**config.mk**
```make
export PLATFORM = sky130hd
export DESIGN_NAME = ray_demo_top
export DESIGN_NICKNAME = d
export VERILOG_FILES = /design/src/ray_pkg.sv /design/src/ray_scan_counter.sv /design/src/frame_control.sv /design/src/ray_gen.sv /design/src/box_intersect.sv /design/src/pixel_fifo.sv /design/src/frame_writer.sv /design/src/ray_demo_top.sv
export SDC_FILE = /design/constraint.sdc
export NUM_CORES = 1
export LEC_CHECK = 0
export BUFFER_PORTS_ARGS = -buffer_cell sky130_fd_sc_hd__buf_2
export CAP_MARGIN = 20
export CORE_MARGIN = 2
export CORE_UTILIZATION = 38
export CTS_BUF_LIST = sky130_fd_sc_hd__clkbuf_4 sky130_fd_sc_hd__clkbuf_8 sky130_fd_sc_hd__clkbuf_16
export CTS_CLUSTER_DIAMETER = 80
export CTS_CLUSTER_SIZE = 8
export DETAILED_ROUTE_END_ITERATION = 8
export MAX_ROUTING_LAYER = met4
export PLACE_DENSITY = 0.69
export SLEW_MARGIN = 25
export SYNTH_ARGS = -nofsm -noshare
export SYNTH_HDL_FRONTEND = slang
export SYNTH_SLANG_ARGS = --single-unit
```
**constraint.sdc**
```tcl
create_clock -name clk -period 4.9 [get_ports clk]
set_input_delay 0.245 -clock clk [delete_from_list [all_inputs] [get_ports clk]]
set_output_delay 0.245 -clock clk [all_outputs]
set_load 0.05 [all_outputs]
```
**src/ray_pkg.sv**
```systemverilog
// Integer coordinates only; image fixed at 8x8, so pixel_id is {py, px}.
package ray_pkg;

	localparam int coord_w = 16;
	localparam int img_w = 8;
	localparam int img_h = 8;
	localparam int num_pixels = 64;
	localparam int pixel_id_w = 6;
	localparam int pb_depth = 16;

	localparam logic [23:0] color_hit = 24'hFFFFFF;
	localparam logic [23:0] color_miss = 24'h000000;

	typedef struct packed {
		logic signed [coord_w-1:0] x;
		logic signed [coord_w-1:0] y;
		logic signed [coord_w-1:0] z;
	} vector_t;

	typedef struct packed {
		logic [pixel_id_w-1:0] pixel_id;
		vector_t origin;
		vector_t dir;
	} ray_t;

	// Axis-aligned box, bounds inclusive.
	typedef struct packed {
		logic signed [coord_w-1:0] xmin;
		logic signed [coord_w-1:0] xmax;
		logic signed [coord_w-1:0] ymin;
		logic signed [coord_w-1:0] ymax;
		logic signed [coord_w-1:0] zmin;
		logic signed [coord_w-1:0] zmax;
	} box_t;

	typedef struct packed {
		vector_t origin; // Grid corner, pixel 0.
		logic signed [coord_w-1:0] step;
	} camera_t;

	typedef struct packed {
		logic [pixel_id_w-1:0] pixel_id;
		logic [23:0] color;
	} pixel_entry_t;

	typedef enum logic [1:0] {
		idle,
		render,
		drain,
		done
	} frame_state_t;

endpackage

```
**src/ray_scan_counter.sv**
```systemverilog
// Issues at most one pixel per three cycles; stops after pixel 63 until the next scan_clear.
`timescale 1ns/1ns

module ray_scan_counter (
	input logic clk,
	input logic reset,
	input logic scan_en,
	input logic scan_clear,
	input logic pb_full,
	output logic v0,
	output logic v1,
	output logic v2,
	output logic issue,
	output logic last_issued,
	output logic [2:0] px,
	output logic [2:0] py
);
	import ray_pkg::*;

	logic [1:0] cnt;

	always_ff @(posedge clk) begin
		if (reset)
			cnt <= 2'd0;
		else
			cnt <= (cnt == 2'd2) ? 2'd0 : cnt + 2'd1;
	end

	assign v0 = (cnt == 2'd0);
	assign v1 = (cnt == 2'd1);
	assign v2 = (cnt == 2'd2);

	// Full FIFO holds the raster, phase keeps turning.
	assign issue = v2 && scan_en && !pb_full && !last_issued;

	always_ff @(posedge clk) begin
		if (reset || scan_clear) begin
			px <= 3'd0;
			py <= 3'd0;
			last_issued <= 1'b0;
		end else if (issue) begin
			if (px == 3'(img_w - 1)) begin
				px <= 3'd0;
				py <= py + 3'd1; // Wraps to 0 after the last row.
				if (py == 3'(img_h - 1))
					last_issued <= 1'b1;
			end else begin
				px <= px + 3'd1;
			end
		end
	end

endmodule

```
**src/frame_control.sv**
```systemverilog
// Start is taken only in idle or done; scene and cam must hold while busy.
`timescale 1ns/1ns

module frame_control (
	input logic clk,
	input logic reset,
	input logic start,
	input logic last_issued,
	input logic all_written,
	output ray_pkg::frame_state_t state,
	output logic scan_en,
	output logic scan_clear,
	output logic busy,
	output logic frame_done
);
	import ray_pkg::*;

	frame_state_t state_n;
	logic start_ok;

	assign start_ok = start && (state == idle || state == done);
	assign scan_clear = start_ok;

	always_comb begin
		state_n = state;
		case (state)
			idle: if (start_ok) state_n = render;
			render: if (last_issued) state_n = drain;
			drain: if (all_written) state_n = done;
			done: if (start_ok) state_n = render;
			default: state_n = idle;
		endcase
	end

	always_ff @(posedge clk) begin
		if (reset) begin
			state <= idle;
			frame_done <= 1'b0;
		end else begin
			state <= state_n;
			frame_done <= (state == drain) && all_written; // One pulse on entry to done.
		end
	end

	assign scan_en = (state == render);
	assign busy = (state == render) || (state == drain);

endmodule

```
**src/ray_gen.sv**
```systemverilog
// Orthographic camera; coordinate products wrap at coord_w bits.
`timescale 1ns/1ns

module ray_gen (
	input logic clk,
	input logic reset,
	input logic issue,
	input logic [2:0] px,
	input logic [2:0] py,
	input ray_pkg::camera_t cam,
	output ray_pkg::ray_t ray,
	output logic ray_valid
);
	import ray_pkg::*;

	logic signed [coord_w-1:0] px_s;
	logic signed [coord_w-1:0] py_s;

	// Pixel indices are unsigned.
	assign px_s = coord_w'(px);
	assign py_s = coord_w'(py);

	always_ff @(posedge clk) begin
		if (reset)
			ray_valid <= 1'b0;
		else
			ray_valid <= issue;
	end

	always_ff @(posedge clk) begin
		if (issue) begin
			ray.pixel_id <= pixel_id_w'(py * img_w + px);
			ray.origin.x <= cam.origin.x + px_s * cam.step;
			ray.origin.y <= cam.origin.y + py_s * cam.step;
			ray.origin.z <= cam.origin.z;
			ray.dir.x <= '0;
			ray.dir.y <= '0;
			ray.dir.z <= coord_w'(1); // Looking down +z.
		end
	end

endmodule

```
**src/box_intersect.sv**
```systemverilog
// Assumes dir = (0,0,1); zmin is not tested, only zmax against the ray origin.
`timescale 1ns/1ns

module box_intersect (
	input logic clk,
	input logic reset,
	input ray_pkg::ray_t ray,
	input logic ray_valid,
	input ray_pkg::box_t scene,
	output ray_pkg::pixel_entry_t ent,
	output logic ent_valid
);
	import ray_pkg::*;

	logic s1_valid;
	logic [pixel_id_w-1:0] s1_id;
	logic x_lo, x_hi, y_lo, y_hi;
	logic in_front;

	// Stage 1: slab compares.
	always_ff @(posedge clk) begin
		if (reset)
			s1_valid <= 1'b0;
		else
			s1_valid <= ray_valid;
	end

	always_ff @(posedge clk) begin
		if (ray_valid) begin
			s1_id <= ray.pixel_id;
			x_lo <= (ray.origin.x >= scene.xmin);
			x_hi <= (ray.origin.x <= scene.xmax);
			y_lo <= (ray.origin.y >= scene.ymin);
			y_hi <= (ray.origin.y <= scene.ymax);
			in_front <= (scene.zmax >= ray.origin.z);
		end
	end

	// Stage 2: combine and color.
	always_ff @(posedge clk) begin
		if (reset)
			ent_valid <= 1'b0;
		else
			ent_valid <= s1_valid;
	end

	always_ff @(posedge clk) begin
		if (s1_valid) begin
			ent.pixel_id <= s1_id;
			if (x_lo && x_hi && y_lo && y_hi && in_front)
				ent.color <= color_hit;
			else
				ent.color <= color_miss;
		end
	end

endmodule

```
**src/pixel_fifo.sv**
```systemverilog
// Full asserts with one slot still free; writes into a truly full FIFO are dropped.
`timescale 1ns/1ns

module pixel_fifo #(
	parameter int depth = ray_pkg::pb_depth
) (
	input logic clk,
	input logic reset,
	input ray_pkg::pixel_entry_t din,
	input logic we,
	input logic re,
	output ray_pkg::pixel_entry_t dout,
	output logic full,
	output logic empty
);
	import ray_pkg::*;

	pixel_entry_t mem [depth];
	logic [$clog2(depth)-1:0] wr_ptr;
	logic [$clog2(depth)-1:0] rd_ptr;
	logic [$clog2(depth+1)-1:0] count;
	logic do_wr, do_rd;

	assign do_wr = we && (count < depth);
	assign do_rd = re && !empty;

	always_ff @(posedge clk) begin
		if (do_wr)
			mem[wr_ptr] <= din;
	end

	always_ff @(posedge clk) begin
		if (reset) begin
			wr_ptr <= '0;
			rd_ptr <= '0;
			count <= '0;
		end else begin
			if (do_wr)
				wr_ptr <= (wr_ptr == depth - 1) ? '0 : wr_ptr + 1'b1;
			if (do_rd)
				rd_ptr <= (rd_ptr == depth - 1) ? '0 : rd_ptr + 1'b1;
			case ({do_wr, do_rd})
				2'b10: count <= count + 1'b1;
				2'b01: count <= count - 1'b1;
				default: count <= count;
			endcase
		end
	end

	assign dout = mem[rd_ptr]; // Head, fall-through.
	assign empty = (count == 0);
	assign full = (count >= depth - 1); // Leaves room for the entry in flight.

endmodule

```
**src/frame_writer.sv**
```systemverilog
// One write per cycle at most; all_written coincides with mem_we of write 64.
`timescale 1ns/1ns

module frame_writer (
	input logic clk,
	input logic reset,
	input ray_pkg::pixel_entry_t head,
	input logic empty,
	input logic mem_ready,
	input logic scan_clear,
	output logic re,
	output logic mem_we,
	output logic [ray_pkg::pixel_id_w-1:0] mem_addr,
	output logic [23:0] mem_data,
	output logic all_written
);
	import ray_pkg::*;

	logic [pixel_id_w:0] wr_count;

	assign re = !empty && mem_ready;

	always_ff @(posedge clk) begin
		if (reset) begin
			mem_we <= 1'b0;
			all_written <= 1'b0;
			wr_count <= '0;
		end else begin
			mem_we <= re;
			all_written <= re && (wr_count == num_pixels - 1);
			if (scan_clear)
				wr_count <= '0;
			else if (re)
				wr_count <= wr_count + 1'b1;
		end
	end

	always_ff @(posedge clk) begin
		if (re) begin
			mem_addr <= head.pixel_id;
			mem_data <= head.color;
		end
	end

endmodule

```
**src/ray_demo_top.sv**
```systemverilog
// One box per frame; scene and cam are sampled live and must hold until frame_done.
`timescale 1ns/1ns

module ray_demo_top (
	input logic clk,
	input logic reset,
	input logic start,
	input ray_pkg::box_t scene,
	input ray_pkg::camera_t cam,
	input logic mem_ready,
	output logic mem_we,
	output logic [ray_pkg::pixel_id_w-1:0] mem_addr,
	output logic [23:0] mem_data,
	output logic busy,
	output logic frame_done
);
	import ray_pkg::*;

	logic scan_en, scan_clear;
	logic issue, last_issued;
	logic [2:0] px, py;
	logic pb_full, pb_empty, pb_re;
	logic all_written;

	ray_t ray;
	logic ray_valid;
	pixel_entry_t ent, pb_head;
	logic ent_valid;

	// Phase taps left open; only v2 paces issue.
	ray_scan_counter u_scan (
		.clk,
		.reset,
		.scan_en,
		.scan_clear,
		.pb_full,
		.v0(),
		.v1(),
		.v2(),
		.issue,
		.last_issued,
		.px,
		.py
	);

	frame_control u_ctrl (
		.clk,
		.reset,
		.start,
		.last_issued,
		.all_written,
		.state(),
		.scan_en,
		.scan_clear,
		.busy,
		.frame_done
	);

	ray_gen u_gen (
		.clk,
		.reset,
		.issue,
		.px,
		.py,
		.cam,
		.ray,
		.ray_valid
	);

	box_intersect u_isect (
		.clk,
		.reset,
		.ray,
		.ray_valid,
		.scene,
		.ent,
		.ent_valid
	);

	pixel_fifo #(.depth(pb_depth)) u_fifo (
		.clk,
		.reset,
		.din(ent),
		.we(ent_valid),
		.re(pb_re),
		.dout(pb_head),
		.full(pb_full),
		.empty(pb_empty)
	);

	frame_writer u_writer (
		.clk,
		.reset,
		.head(pb_head),
		.empty(pb_empty),
		.mem_ready,
		.scan_clear,
		.re(pb_re),
		.mem_we,
		.mem_addr,
		.mem_data,
		.all_written
	);

endmodule

```
==> impl_results.md, run 1 <==
* Status: finished, final reports clean
* Most common cell after layout, fill and taps aside: inv_1
* Num Clock Sinks at 228
* Syn_nets at 1601
* Post-synth cell types at 63
* Min Tclk post-route at 4080 ps
* Critical path class: reg2reg
* TritonRoute pass-1 iters at 4
* Power Dens Cells at 288 nW/um2
* F_max at 0.245 GHz
* Worst Path Buf+Inv at 2
* Bufs on Longest Clock Path at 3
* CTS root buf: clkbuf_16
* Grt total ovfl at 0
* Core ar. at 37500 um2
* Die area at 39400 um2
* Cells after DPL at 1875
* Type of the worst min-delay path: in2reg
* Number of port buffers at 180
* Setup Viol. Count Final at 0
* Remaining antenna violation count at 0
* Initial Util at 38.3%
* Routed vias/inst at 4.81
* VDD IR max at 0.204 mV
* First-pass GRT wire length at 47100 um
* Skew-Pair Late Insertion Delay at 510 ps
* Crit path required time at 5210 ps
* Final std cells w/o fill at 1953
* Total Wirelength at 28800 um
* Fin Hold WS at 48.8 ps
* Relative slew slack at 44.6%
* M2 GR Usage at 27.4%
* Critical path peak fanout at 18
* Max-slew violations at 0
* I/O pin count at 197
* Most frequent cells in the layout: inv_1, edfxtp_1, buf_2, ha_1, and2_1
* Top_reg_cell synth: edfxtp_1
* Detail Placement HPWL at 21800 um
* Number of synthesized flops with an enable pin at 191
* Worst R2R Setup Slack at 820 ps
* Syn. warnings at 0
* Cell area after synthesis at 14400 um2
* PnR worst setup slack at 819 ps
* Setup TNS at 0 ps
* Largest stage delay on the critical path at 640 ps
* Async set or reset register ratio after synthesis at 0%
* Largest net degree at the start of global routing at 34
* Final Core Density at 45.1%
* TritonCTS clock tree: yes
* Area delta synth->final at 17.7%
* Critical path, cell by cell: and2_1 -> ha_1 -> fa_1 -> inv_1 -> fa_1 -> inv_1 -> ha_1 -> a21o_1 -> a21o_1 -> a221oi_2 -> o21ai_2 -> or4_1 -> o311ai_1
* # rows at 71
* Lkg Pwr at 7.46 nW
* Final hold violation count at 0
* Vias in the first global route at 9662
* GRT busiest layer: met2
* Startpoint Class: flip-flop
* Die H at 198 um
* Residual DRC at 0
* DR WL/cell at 14.7 um
* Initial drt markers at 433
* Clock skew at 21.6 ps
* Worst Tran Pin Value at 829 ps
* DR vias at 9400
* Critical path arrival at 4390 ps
* Syn Area/Cell at 11.7 um2
* Fin nets at 1792
* Clock transition at path regs at 50 ps
* Crit. End Element: flip-flop
* Die width at 198 um
* Kind of cell adding the most delay to the critical path: adder cells
* Initial antenna violation count at 7
* Pre-CTS setup slack at 808 ps
* Period utilisation layout at 83.3%
* Gp weighted congestion at 0.853
* Max_cap viols at 0
* Synthesis-stage register bit count at 228
* Mapped Cells at 1225
* M1 GR Usage at 18.1%
* RSZ-0062 raised after global routing: false
* H-Tree Depth at 2
* Gr usage total at 15.6%
* Part of the Yosys area used for sequential elements at 45.1%
* Share of post-route cells with drive strength above 1 at 19.8%
* CTS Buf Count at 34
* Highest-delay cell along the critical path: dfxtp_1
* M3 GR Usage at 3.02%
* Post_cts resized at 0
sequential cells by signal, summed over array words and instances (netlist names), 2 cells and up:
register and count:
u_writer.mem_addr 6, u_scan.cnt 2, u_gen.ray 54, u_fifo.mem 112, u_fifo.wr_ptr 4, u_scan.py 3, u_ctrl.state 2, u_fifo.rd_ptr 4
u_fifo.count 5, u_isect.s1_id 6, u_isect.ent 7, u_scan.px 3, u_writer.wr_count 7
cell families (layout without fill, tap and decap cells):
logic type	count (synthesis)	in the layout	synth area share, %
AO/OA/AOI/OAI	156	156	7.25
XOR/XNOR	42	42	2.56
adder cells (fa/ha/maj)	212	212	21.2
buffers and inverters	260	470	7.43
flip-flops	228	228	45.1
multiplexers	37	37	5.63
other	0	7	0
AND/OR/NAND/NOR	290	290	10.8
path summary, 6_finish.rpt:
check                        startpoint                         end  depth (start not counted)
max           u_scan.py[1]$_SDFFE_PP0P_     u_gen.ray[78]$_DFFE_PP_                         13
min                           mem_ready  u_writer.mem_we$_SDFF_PP0_                          3
max reg2reg   u_scan.py[1]$_SDFFE_PP0P_     u_gen.ray[78]$_DFFE_PP_                         13
min reg2reg  u_isect.s1_id[5]$_DFFE_PP_   u_isect.ent[29]$_DFFE_PP_                          0
cell type report:
cell class / count / area (um2)
Timing Repair Buffer: 202 / 1110
Clock buffer: 51 / 985
Antenna cell: 7 / 17.5
Tap cell: 511 / 639
Sequential cell: 228 / 6480
Multi-Input combinational cell: 737 / 6830
Clock inverter: 4 / 66.3
Fill cell: 3441 / 20600
Inverter: 213 / 800
report_power, final:
group	internal (W)	switching [W]
Combinational	0.000205	0.000271
Clock	0.00139	0.000824
Sequential	0.00214	0.0000311
Total	0.00374	0.00113
worst reg2reg max path, cell delays in order (launching register included):
cell and delay (ps):
dfxtp_1 640, and2_1 220, ha_1 250, fa_1 540, inv_1 50, fa_1 490
inv_1 40, ha_1 370, a21o_1 190, a21o_1 170, a221oi_2 230, o21ai_2 130
or4_1 470, o311ai_1 90
metrics by stage:
step	power, W	cell area, um2
2_1_floorplan	0.00251	14400
4_1_cts	0.00493	16900
3_5_place_dp	0.00268	15700
6_report	0.00487	16900
5_1_grt	0.00507	16900
3_3_place_gp	0.00266	15700
what timing repair did:
| item | CTS | global route |
|---|---|---|
| setup buffers | 0 | 0 |
| hold buffers | 16 | 0 |
| hold endpoints to repair | 16 | 0 |
metal layers:
layer	part of all wire [%]	vias to the layer above
li1	-	4648
met3	5.5	45
met4	2.0	0
met1	41	4488
met5	0	-
met2	52	219
cell usage after synthesis (2+ instances only):
library cell	count	area share, %
nor4_1	5	0.22
and3_1	2	0.087
and4_1	9	0.55
nor3_1	20	0.70
buf_4	23	1.2
a2111oi_0	5	0.30
xor2_1	18	1.1
nand3_1	14	0.49
or3_1	3	0.13
fa_1	53	7.4
or4_1	2	0.10
a21o_1	24	1.3
a211o_1	3	0.18
a31oi_1	4	0.17
nand2b_1	9	0.39
inv_1	211	5.5
or3b_1	2	0.12
a211oi_1	10	0.52
and2_1	82	3.6
nor2_1	61	1.6
ha_1	159	14
xnor2_1	24	1.5
a221o_1	3	0.21
nor2b_1	16	0.70
dfxtp_1	37	5.2
inv_2	2	0.052
edfxtp_1	191	40
nand2_1	45	1.2
nor3b_1	3	0.16
mux4_2	35	5.5
o21ai_1	11	0.38
nand4_1	13	0.57
buf_2	4	0.14
a21oi_1	51	1.8
clkbuf_1	16	0.42
o21ai_0	13	0.45
buf_1	4	0.10
o21a_1	12	0.63
a221oi_1	2	0.12
No activity file was read; power rests on OpenSTA's default activity.
==> run 2: changes to the inputs <==
--- a/config.mk
+++ b/config.mk
@@ -14,7 +14,7 @@
 export CTS_CLUSTER_SIZE = 8
 export DETAILED_ROUTE_END_ITERATION = 8
 export MAX_ROUTING_LAYER = met4
-export PLACE_DENSITY = 0.69
+export PLACE_DENSITY = 0.71
 export SLEW_MARGIN = 25
 export SYNTH_ARGS = -nofsm -noshare
 export SYNTH_HDL_FRONTEND = slang
==> constraint.sdc (replaced) <==
create_clock -name clk -period 3.3 [get_ports clk]
set_input_delay 0.165 -clock clk [delete_from_list [all_inputs] [get_ports clk]]
set_output_delay 0.165 -clock clk [all_outputs]
set_load 0.05 [all_outputs]
==> impl_results.md, run 2 (same netlist as run 1, synthesis figures left out) <==
* VDD IR max at 0.340 mV (was 0.204 mV)
* Area delta synth->final at 27.7% (was 17.7%)
* Gr usage total at 17.0% (was 15.6%)
* Clock transition at path regs at 50 ps (about the same)
* Failing checks: negative setup slack
* Cell-internal power at 0.00566 W (was 0.00374 W)
* Max reg flops at 112 (unchanged)
* Footprint of the multi-input gates at 7500 um2 (was 6830 um2)
* Total Wirelength at 32100 um (was 28800 um)
* Most common cell after layout, fill and taps aside: inv_1 (unchanged)
* Clock skew at 29.7 ps (was 21.6 ps)
* DR WL/cell at 15.7 um (was 14.7 um)
* Design Area, Final at 18300 um2 (was 16900 um2)
* Critical path class: reg2reg (unchanged)
* Max-slew violations at 0 (unchanged)
* FF-to-FF path depth at 14 (was 13)
* Critical path peak fanout at 8 (was 18)
* Switch Pwr at 0.00168 W (was 0.00113 W)
* Type of the worst min-delay path: in2reg (unchanged)
* Power share of the combinational group at 11.2% (was 9.8%)
* Worst Hold Path EP: u_gen.ray[81]$_DFFE_PP_ (was u_writer.mem_we$_SDFF_PP0_)
* Status: finished with violations (was finished, final reports clean)
* Grt total ovfl at 0 (unchanged)
* Bufs on Longest Clock Path at 3 (unchanged)
* First-pass GRT wire length at 51500 um (was 47100 um)
* H-Tree Depth at 2 (unchanged)
* RSZ-0062 raised after global routing: true (was false)
* Die area at 39400 um2 (unchanged)
* DP Area at 16600 um2 (was 15700 um2)
* Register Area at 6490 um2 (was 6480 um2)
* Fin nets at 1888 (was 1792)
* Routed vias/inst at 4.90 (was 4.81)
* Initial drt markers at 487 (was 433)
* Highest-delay cell along the critical path: fa_1 (was dfxtp_1)
* Gp weighted congestion at 0.860 (was 0.853)
* F_max at 0.285 GHz (was 0.245 GHz)
* Largest net degree at the start of global routing at 40 (was 34)
* TritonCTS clock tree: yes (unchanged)
* Startpoint Class: flip-flop (unchanged)
* DR vias at 10015 (was 9400)
* Max_cap viols at 0 (unchanged)
* Most frequent cells in the layout: inv_1, edfxtp_1, buf_2, ha_1, buf_4 (was inv_1, edfxtp_1, buf_2, ha_1, and2_1)
* CTS Buf Count at 35 (was 34)
* Num Clock Sinks at 228 (unchanged)
* Lkg Pwr at 7.90 nW (was 7.46 nW)
* Final hold violation count at 0 (unchanged)
* Relative slew slack at 41.5% (was 44.6%)
* CTS root buf: clkbuf_16 (unchanged)
* Detail Placement HPWL at 23500 um (was 21800 um)
* Final Core Density at 48.9% (was 45.1%)
* Power Dens Cells at 400 nW/um2 (was 288 nW/um2)
* Worst Path Buf+Inv at 3 (was 2)
* Residual DRC at 0 (unchanged)
* Die H at 198 um (unchanged)
* Clk network pwr share at 44.9% (was 45.6%)
* PnR worst setup slack at -204 ps (was 819 ps)
* Top reg by flops: u_fifo.mem (unchanged)
* Number of fillers in the final layout at 3351 (was 3441)
* Die width at 198 um (unchanged)
* Initial antenna violation count at 6 (was 7)
* Core ar. at 37500 um2 (unchanged)
* Kind of cell adding the most delay to the critical path: adder cells (unchanged)
* Remaining antenna violation count at 0 (unchanged)
* Share of post-route cells with drive strength above 1 at 31.8% (was 19.8%)
* Number of port buffers at 180 (unchanged)
* # rows at 71 (unchanged)
* R2r startpoint: u_scan.py[2]$_SDFFE_PP0P_ (was u_scan.py[1]$_SDFFE_PP0P_)
* Setup Viol. Count Final at 12 (was 0)
* Sw frac at 22.9% (was 23.1%)
* Critical path arrival at 3830 ps (was 4390 ps)
* TritonRoute pass-1 iters at 4 (unchanged)
* Min Tclk post-route at 3500 ps (was 4080 ps)
* Cell depth of the worst hold path at 3 (unchanged)
* I/O pin count at 197 (unchanged)
* Critical path, cell by cell: buf_6 -> and2_4 -> ha_4 -> fa_1 -> inv_2 -> fa_1 -> inv_2 -> ha_4 -> a21o_1 -> a21o_1 -> a221oi_2 -> o21ai_2 -> or4_1 -> o311ai_2 (was and2_1 -> ha_1 -> fa_1 -> inv_1 -> fa_1 -> inv_1 -> ha_1 -> a21o_1 -> a21o_1 -> a221oi_2 -> o21ai_2 -> or4_1 -> o311ai_1)
* Crit path required time at 3620 ps (was 5210 ps)
* Critical R2R Capture: u_gen.ray[78]$_DFFE_PP_ (unchanged)
* Initial Util at 38.3% (unchanged)
* Crit. End Element: flip-flop (unchanged)
* Setup TNS at -1300 ps (was 0 ps)
* Worst R2R Setup Slack at -200 ps (was 820 ps)
* Skew-Pair Late Insertion Delay at 500 ps (was 510 ps)
* Worst hold start: cam[49] (was mem_ready)
* Worst Tran Pin Value at 874 ps (was 829 ps)
* Vias in the first global route at 10366 (was 9662)
* Sequential Power Share at 43.9% (was 44.7%)
* Largest stage delay on the critical path at 490 ps (was 640 ps)
* Largest registers: u_fifo.mem (112), u_gen.ray (54) (unchanged)
* Period utilisation layout at 106% (was 83.3%)
==> run 2: changes by cell type in the layout (fill, tap and decap cells not counted), sizes merged <==
| cell | delta |
|---|---|
| buf | +92 |
| clkbuf | -3 |
| dlygate4sd3 | +3 |
| clkinv | -2 |
| bufinv | +1 |
| diode | -1 |
| inv | +1 |
==> run 2: worst max path at each step <==
stage                     depth (start not counted)  slack (ps)                       to                      start
final                                            14        -200  u_gen.ray[78]$_DFFE_PP_  u_scan.py[2]$_SDFFE_PP0P_
after detailed placement                         13        -260  u_gen.ray[79]$_DFFE_PP_  u_scan.py[2]$_SDFFE_PP0P_
after global routing                             14        -330  u_gen.ray[78]$_DFFE_PP_  u_scan.py[2]$_SDFFE_PP0P_
after floorplan                                  14        -120  u_gen.ray[78]$_DFFE_PP_  u_scan.py[2]$_SDFFE_PP0P_
after global placement                           13        -210  u_gen.ray[79]$_DFFE_PP_  u_scan.py[2]$_SDFFE_PP0P_
after CTS                                        14        -180  u_gen.ray[78]$_DFFE_PP_  u_scan.py[2]$_SDFFE_PP0P_
==> run 2: what timing repair did <==
| item | CTS | global route |
|---|---|---|
| endpoints found under the setup margin | 15 | 18 |
| hold endpoints to repair | 19 | 0 |
| gates resized for setup | 27 | 58 |
| pin swaps | 23 | 23 |
| cloned | 0 | 1 |
| hold buffers | 19 | 0 |
| buffers inserted | 5 | 9 |
==> run 2: metal layers <==
layer  up-vias  part of all wire [%]  global-route usage [%]
li1       4817                     -                       -
met1      4922                    42                    20.1
met2       221                    52                    29.8
met3        55                   4.4                    2.64
met4         0                   2.3                    5.20
met5         -                     0                       -
==> run 2: stage by stage <==
| step | worst slack [ps] | hold WS (ps) | std cells | power [W] |
|---|---|---|---|---|
| floorplan | -120 | 237 | 1225 | 0.00375 |
| global placement | -209 | 342 | 1953 | 0.00402 |
| detailed placement | -260 | 343 | 1953 | 0.00405 |
| CTS | -179 | 84.3 | 2029 | 0.00740 |
| global route | -328 | 112 | 2044 | 0.00764 |
| finish | -204 | 108 | 2044 | 0.00735 |
==> run 2: cell type report <==
type                            count  area share (%)
Antenna cell                        6          0.0818
Clock buffer                       48            5.31
Clock inverter                      4           0.266
Inverter                          213            4.36
Multi-Input combinational cell    737            40.9
Sequential cell                   228            35.4
Tap cell                          511            3.48
Timing Repair Buffer              297            10.2
==> run 2: power by group through the flow <==
| stage | sequential, W | combinational (W) | clock (W) |
|---|---|---|---|
| final | 0.00322 | 0.000824 | 0.00330 |
| after floorplan | 0.00326 | 0.000485 | 0 |
| after CTS | 0.00322 | 0.000805 | 0.00337 |
| after global placement | 0.00327 | 0.000748 | 0 |
| after global routing | 0.00323 | 0.000929 | 0.00348 |
| after detailed placement | 0.00328 | 0.000771 | 0 |
==> run 2: worst min-delay path: stages <==
cell	delay (ps)
buf_2	80
ha_1	130
ha_1	130
